===== config.mk =====
export PLATFORM = sky130hd
export DESIGN_NAME = cacheInterface
export DESIGN_NICKNAME = d
export VERILOG_FILES = /design/src/cachePkg.sv /design/src/cacheInterface.sv
export SDC_FILE = /design/constraint.sdc
export NUM_CORES = 1
export LEC_CHECK = 0
export BUFFER_PORTS_ARGS = -buffer_cell sky130_fd_sc_hd__buf_4
export CORE_UTILIZATION = 31
export DETAILED_ROUTE_END_ITERATION = 8
export SLEW_MARGIN = 10
export SYNTH_ARGS = -nofsm -noshare
export SYNTH_HDL_FRONTEND = slang
export SYNTH_SLANG_ARGS = --single-unit

===== constraint.sdc =====
create_clock -name clk -period 2.7 [get_ports clk]
set_clock_uncertainty 0.05 [all_clocks]
set_input_delay 0.27 -clock clk [delete_from_list [all_inputs] [get_ports clk]]
set_output_delay 0.27 -clock clk [all_outputs]
set_load 0.1 [all_outputs]

===== src/cachePkg.sv =====
package cachePkg;

    // Data word on the stream and array paths
    typedef logic [31:0] cacheWord;

    // Word address width inside one bank
    localparam int defAddrBits = 10;

    // Transfer length counter width
    localparam int defLenBits = 8;

    // Bank select width, bank count is a power of two
    localparam int defIdBits = 1;

    // Low address bits forming the word offset within a line (8-word lines)
    localparam int defLineBits = 3;

    // Cycles from an array read request to its returning data
    localparam int readLatency = 2;

endpackage


===== src/cacheInterface.sv =====
`timescale 1ns/1ps

module cacheInterface #(
    parameter int addrBits = cachePkg::defAddrBits,
    parameter int lenBits  = cachePkg::defLenBits,
    parameter int idBits   = cachePkg::defIdBits,
    parameter int lineBits = cachePkg::defLineBits
) (
    input  logic                clk,
    input  logic                rst,

    input  logic                start,
    input  logic                write,
    input  logic [idBits-1:0]   bankId,
    input  logic [lenBits-1:0]  len,
    input  logic [addrBits-1:0] addr,
    output logic                busy,

    input  logic                strobe,
    input  cachePkg::cacheWord  wrData,
    output logic                rdValid,
    output cachePkg::cacheWord  rdData,

    output logic [idBits-1:0]   memId,
    output logic                memCe,
    output logic                memWe,
    output logic [addrBits-1:0] memAddr,
    output cachePkg::cacheWord  memWrData,
    input  cachePkg::cacheWord  memRdData
);

    import cachePkg::*;

    // Transfer state
    logic                active;
    logic                isWrite;
    logic [idBits-1:0]   curId;
    logic [lenBits-1:0]  lenCnt;
    logic [addrBits-1:0] addrCnt;

    // One bit per outstanding array read, oldest at the top
    logic [readLatency-1:0] reqPipe;

    // Two-entry skid buffer for words that arrive ahead of a pull
    cacheWord   skidBuf [2];
    logic [1:0] bufCnt;
    logic       insIdx;
    logic       outIdx;

    logic [2:0] pendCnt;
    logic       accept;
    logic       wrStep;
    logic       pull;
    logic       fromBuf;
    logic       issue;
    logic       arrive;
    logic       capture;
    logic       lastPull;
    logic       advance;

    // Buffered words plus reads still in flight
    always_comb begin
        pendCnt = {1'b0, bufCnt};
        for (int i = 0; i < readLatency; i++) begin
            pendCnt = pendCnt + {2'b00, reqPipe[i]};
        end
    end

    assign accept  = start && !active;
    assign wrStep  = active && isWrite && strobe;
    assign pull    = active && !isWrite && strobe;
    assign fromBuf = pull && (bufCnt != 2'd0);

    // Prefetch while words remain and there is room, or a pull frees a slot
    assign issue = active && !isWrite && (lenCnt != '0) && ((pendCnt < 3'd2) || pull);

    assign arrive = reqPipe[readLatency-1];

    // An arriving word bypasses the buffer only when a pull takes it directly
    assign capture = arrive && (!pull || fromBuf);

    assign lastPull = pull && (lenCnt == '0) && (pendCnt == 3'd1);
    assign advance  = wrStep || issue;

    assign busy    = active;
    assign rdValid = pull;
    assign rdData  = fromBuf ? skidBuf[outIdx] : memRdData;

    assign memId     = curId;
    assign memCe     = !advance;
    assign memWe     = !wrStep;
    assign memAddr   = addrCnt;
    assign memWrData = wrData;

    always_ff @(posedge clk or posedge rst) begin
        if (rst) begin
            active  <= 1'b0;
            isWrite <= 1'b0;
            curId   <= '0;
            lenCnt  <= '0;
            addrCnt <= '0;
        end else if (accept) begin
            active  <= 1'b1;
            isWrite <= write;
            curId   <= bankId;
            lenCnt  <= len;
            addrCnt <= addr;
        end else if (active) begin
            if (advance) begin
                lenCnt <= lenCnt - 1'b1;
                // Offset wraps inside the line, line bits stay put
                addrCnt[lineBits-1:0] <= addrCnt[lineBits-1:0] + 1'b1;
            end
            if ((wrStep && (lenCnt == lenBits'(1))) || lastPull) begin
                active <= 1'b0;
            end
        end
    end

    // Read-side bookkeeping
    always_ff @(posedge clk or posedge rst) begin
        if (rst) begin
            reqPipe <= '0;
            bufCnt  <= 2'd0;
            insIdx  <= 1'b0;
            outIdx  <= 1'b0;
        end else if (accept) begin
            reqPipe <= '0;
            bufCnt  <= 2'd0;
            insIdx  <= 1'b0;
            outIdx  <= 1'b0;
        end else begin
            reqPipe <= {reqPipe[readLatency-2:0], issue};
            bufCnt  <= bufCnt + {1'b0, capture} - {1'b0, fromBuf};
            if (capture) begin
                insIdx <= !insIdx;
            end
            if (fromBuf) begin
                outIdx <= !outIdx;
            end
        end
    end

    always_ff @(posedge clk) begin
        if (capture) begin
            skidBuf[insIdx] <= memRdData;
        end
    end

endmodule


**After elaboration in Yosys (flattened, before gate mapping)**

Memory sizes are Yosys's and may differ from the RTL's.
Index checks and enable logic that the tools add are counted.

- Register bits: 27
- Latch bits: 0
- Bits in writable memories: 64
- ROM bits: 0
- Input port bits: 88
- Output and inout bits: 79
- Logic and storage cells: 69
- Memories kept: 1

Memories:

| name | words | bits a word | rd ports | clocked after memory_dff | wr ports | line | RTL |
|---|---|---|---|---|---|---|---|
| skidBuf | 2 | 32 | 1 | 0 | 1 | cacheInterface.sv:45 | `cacheWord skidBuf [2];` |

- Add/subtract/negate cells: 6
- Multiply operators: 0
- Div/mod/pow operators: 0
- Order comparisons: 1
- Equality and inequality tests: 2
- Shifts and indexed selects: 0
- Muxes and demuxes: 18
- Bitwise logic cells: 0
- Reduce and logical (&&, ||, !) cells: 31

Operator list:

| kind | count |
|---|---|
| two-way mux 32 bit | 1 |
| two-way mux 8 bit | 3 |
| logical AND 1 bit | 12 |
| nonzero test 2 bit | 5 |
| two-way mux 1 bit | 9 |
| two-way mux 3 bit | 3 |
| equality test 8 x 1 -> 1 bit (second input constant) | 1 |
| zero test 8 bit | 1 |
| nonzero test 8 bit | 1 |
| subtractor 8 x 1 -> 8 bit (second input constant) | 1 |
| zero test 1 bit | 7 |
| logical OR 1 bit | 4 |
| two-way mux 2 bit | 2 |
| adder 2 x 1 -> 3 bit | 1 |
| adder 3 x 1 -> 3 bit | 1 |
| adder 3 x 1 -> 3 bit (second input constant) | 1 |
| equality test 3 x 1 -> 1 bit (second input constant) | 1 |
| < comparator 3 x 2 -> 1 bit (second input constant) | 1 |
| adder 2 x 1 -> 2 bit | 1 |
| AND reduction 2 bit | 1 |
| subtractor 2 x 1 -> 2 bit | 1 |

**Depth between registers and ports, before layout**

- Word-level depth: 9
- Mapped depth: 10
- Mapped depth without buffers: 9

**Worst setup path before layout**

No wires, ideal clock.

- Kind: register -> output
- From: register active, in the netlist busy
- To: output rdData[24]
- Arrival: 3.533 ns
- Path slack: -1.153 ns
- Cell stages (with the launch flop): 7
- Cell sequence: dfrtp_1 -> nand3b_1 -> nor2_1 -> clkbuf_1 -> clkbuf_1 -> nor2_1 -> a21oi_1

- Cells in the longest elaborated chain, start to end: 4

RTL lines:

| item | line | RTL |
|---|---|---|
| from (decl) | cacheInterface.sv:35 | `logic active;` |
| from (signal assigned) | cacheInterface.sv:97 | `active <= 1'b0;` |
| from (signal assigned) | cacheInterface.sv:103 | `active <= 1'b1;` |
| from (signal assigned) | cacheInterface.sv:115 | `active <= 1'b0;` |
| logical AND 1 bit (2 in series) | cacheInterface.sv:71 | `assign pull = active && !isWrite && strobe;` |
| logical AND 1 bit | cacheInterface.sv:72 | `assign fromBuf = pull && (bufCnt != 2'd0);` |
| two-way mux 32 bit | cacheInterface.sv:87 | `assign rdData = fromBuf ? skidBuf[outIdx] : memRdData;` |
| to (decl) | cacheInterface.sv:22 | `output cachePkg::cacheWord rdData,` |

No other way between the ends.

**Worst setup path after layout**

- From: register reqPipe[0]
- To: output memCe

- Cells in the longest elaborated chain, start to end: 7

RTL lines:

| item | line | RTL |
|---|---|---|
| from (decl) | cacheInterface.sv:42 | `logic [readLatency-1:0] reqPipe;` |
| from (signal assigned) | cacheInterface.sv:133 | `reqPipe <= {reqPipe[readLatency-2:0], issue};` |
| adder 2 x 1 -> 3 bit | cacheInterface.sv:65 | `pendCnt = pendCnt + {2'b00, reqPipe[i]};` |
| adder 3 x 1 -> 3 bit | cacheInterface.sv:65 |  |
| < comparator 3 x 2 -> 1 bit | cacheInterface.sv:75 | `assign issue = active && !isWrite && (lenCnt != '0) && ((pendCnt < 3'd2) \|\| pull);` |
| logical OR 1 bit | cacheInterface.sv:75 |  |
| logical AND 1 bit | cacheInterface.sv:75 |  |
| logical OR 1 bit | cacheInterface.sv:83 | `assign advance = wrStep \|\| issue;` |
| zero test 1 bit | cacheInterface.sv:90 | `assign memCe = !advance;` |
| to (decl) | cacheInterface.sv:25 | `output logic memCe,` |

No other way between the ends.

==> results.py <==
metrics = {
    "clock_tree": {
        "cts.reportedPaths.clkPinSlew_ps": 70,
        "root_buffer": "clkbuf_16",
        "clock_sinks": 91,
        "cts_tree": "done",
        "cts_buffers": 9,
        "clk-insertion-delay-late_ps": 330,
        "htreeDepth": 3,
        "clock_tree.buffer_depth": 2,
    },
    "logic_synthesis": {
        "syn_avg_cell_area_um2": 11.75,
        "synth_edf_count": 64,
        "synth_nets": 457,
        "synth_seq_cells": 91,
        "synth-seq-area-share": 0.6138,
        "synthDistinctLibCells": 39,
        "synth_cells": 360,
        "async_reset_ff_frac": 0.2967,
        "synth.cell_area_um2": 4232,
        "yosys_warnings": 0,
        "ys.flop_type": "edfxtp_1",
    },
    "pwr": {
        "clkPwrFrac": 0.169,
        "power_density_nw_per_um2": 1359,
        "switching_share": 0.4927,
        "p_int_mw": 3.846,
        "power_leakage_nw": 2.327,
        "p_seq_frac": 0.300,
        "p_comb_frac": 0.531,
        "p_sw_mw": 3.736,
        "peakVddDrop_mv": 0.7786,
    },
    "layout": {
        "fin_nets": 535,
        "layout-drive-gt1-share": 0.3995,
        "syn2layout_area_growth_pct": 31.85,
        "diodes": 0,
        "stdcell_count": 619,
    },
    "global_routing": {
        "grt_pass1_vias": 2925,
        "grt_pass1_wl_um": 14100,
        "grt_start_max_net_pins": 37,
        "grt_antenna_before_repair": 0,
        "grt_overflow": 0,
        "grt_usage": 0.1272,
    },
    "setup_path": {
        "crit_family": "adder cells",
        "cpMaxStageDelayCell": "dfrtp_1",
        "crit_arrival_ps": 2220,
        "cp_max_fo": 3,
        "end_kind": "output port",
        "max_stage_delay_ps": 400,
        "start_kind": "register",
        "rrSetupSlack_ps": 300,
        "cp_cell_sequence": "fa_2, inv_1, ha_1, nor2_1, or3_4, o21ai_4, clkinvlp_4, buf_8",
        "worst-path-buf-inv": 3,
        "r2r_cells": 8,
        "r2r-start": "reqPipe[0]",
        "worst_r2r_endpoint": "lenCnt[6]",
        "critPathKind": "reg -> out",
        "crit_required_ps": 2380,
    },
    "timing": {
        "post-route-period-util": 0.9424,
        "post-route-worst-setup-slack_ps": 155.6,
        "worst_pin_slew_ps": 755.5,
        "rsz0062_at_grt": "no",
        "hold_viol": 0,
        "fmax_mhz": 393.0,
        "slew_violations": 0,
        "min_period_ps": 2544,
        "relSlewSlack": 0.4951,
        "setup_viol_count_final": 0,
    },
    "die": {
        "row_count": 42,
        "die_h_um": 118.8,
        "fp.dieW_um": 118.8,
        "core-area_um2": 13300,
        "initial_core_util": 0.3183,
        "ioPinCount": 167,
        "die-area_um2": 14120,
    },
    "hold_path": {
        "hp-start": "memRdData[18]",
        "hold_class": "in -> reg",
        "worstHoldEndpoint": "skidBuf[0][18]",
        "worstHoldPathCells": 1,
    },
    "route": {
        "drt_iter0_markers": 135,
        "dr.pass1.iters": 4,
        "vias_per_cell": 4.496,
        "final_antenna_net_count": 0,
        "wl_um": 8537,
        "vias": 2783,
        "wl_per_cell_um": 13.79,
        "drc": 0,
    },
    "run": {
        "cap_violations": 0,
    },
    "placed_design": {
        "io_buffer_count": 102,
        "dp.final_hpwl_um": 5904,
        "gp_routability_congestion": 0.7801,
        "post-place-ws_ps": 244.1,
        "dp_cells": 601,
    },
    "status": {
        "outcome": "finished clean",
    },
}
## per-layer routing
metal,track usage,up-vias,wire length (µm)
met4,0.04114,0,77
met1,0.1586,1302,3780
li1,-,1376,-
met5,0,-,0
met3,0.03879,12,551
met2,0.2102,93,4127
## flip-flops by register name, summed over array words and instances (netlist names)
signal / count
bufCnt: 2
reqPipe: 2
skidBuf: 64
outIdx: 1
memId: 1
insIdx: 1
lenCnt: 8
isWrite: 1
busy: 1
memAddr: 10
## logic make-up after synthesis
| family | after synthesis | synth area share |
|---|---|---|
| AO/OA/AOI/OAI | 55 | 0.07540 |
| XOR/XNOR | 8 | 0.01656 |
| adder cells (fa/ha/maj) | 9 | 0.02839 |
| buffers and inverters | 60 | 0.08161 |
| flip-flops | 91 | 0.6138 |
| multiplexers | 34 | 0.08043 |
| AND/OR/NAND/NOR | 103 | 0.1038 |
## final cells by class
type	count	area [µm²]
clock buffer	9	225.2
clock inverter	7	81.33
fill	1248	7716
inverter	13	52.55
multi-input combinational	209	1494
sequential	91	2603
tap	176	220.2
timing repair buffer	114	903.4
## worst max path at each step
stage / start / to / slack [ps] / cells after the start
5_1_grt: reqPipe[0] / memCe / 50 / 8
3_3_place_gp: reqPipe[0] / lenCnt[6] / 300 / 8
4_1_cts: reqPipe[0] / memCe / 20 / 8
2_1_floorplan: busy / skidBuf[0][0] / -100 / 3
3_5_place_dp: reqPipe[0] / lenCnt[6] / 240 / 8
6_report: reqPipe[0] / memCe / 160 / 8
## power groups by stage
stage	combinational [mW]	clock, mW	sequential, mW
2_1_floorplan	2.92	0	2.77
3_3_place_gp	4.00	0	2.28
3_5_place_dp	4.04	0	2.30
4_1_cts	4.04	1.32	2.28
5_1_grt	4.27	1.38	2.33
6_report	4.03	1.28	2.28
## stage by stage
stage               setup TNS (ps)  area, µm²  utilization  hold WS [ps]  total power, mW
floorplan                    -6205       4420            -         272.7            5.684
global placement                 0       5245       0.3945         347.9            6.274
detailed placement               0       5245       0.3945         360.5            6.331
CTS                              0       5562       0.4183         61.54            7.638
global route                     0       5579       0.4196         50.84            7.978
finish                           0       5579       0.4196         72.12            7.582
## cell usage after synthesis (4+ instances only)
cell type | instances | area (µm²)
edfxtp_1 | 64 | 1922
nor2_1 | 50 | 187.7
nand2_1 | 36 | 135.1
a21oi_1 | 34 | 170.2
mux2i_1 | 34 | 340.3
buf_4 | 32 | 240.2
dfrtp_1 | 27 | 675.7
inv_1 | 12 | 45.04
clkbuf_1 | 10 | 37.54
ha_1 | 8 | 100.1
xnor2_1 | 6 | 52.55
buf_1 | 5 | 18.77
o21ai_0 | 5 | 25.02
a31oi_1 | 4 | 25.02
## layout by cell type (no fill, tap or decap), drive strengths merged, types with 2 or more instances in the layout
cell / count
nand2: 36
buf: 113
nor2b: 3
edfxtp: 64
o21ai: 6
inv: 16
or2: 2
a21o: 2
clkbuf: 9
o211ai: 3
nor2: 50
mux2i: 34
a31oi: 4
xor2: 2
a21oi: 34
dfrtp: 27
clkinv: 2
and3: 2
xnor2: 6
ha: 8
nand3: 3
or3: 2
## timing repair
item	4_1_cts	5_1_grt
setup buffers	0	1
hold buffers	1	0
hold endpoints to repair	10	0
gates resized for setup	0	3
setup endpoints to repair	0	1
Power figures use the tool's default switching activity.
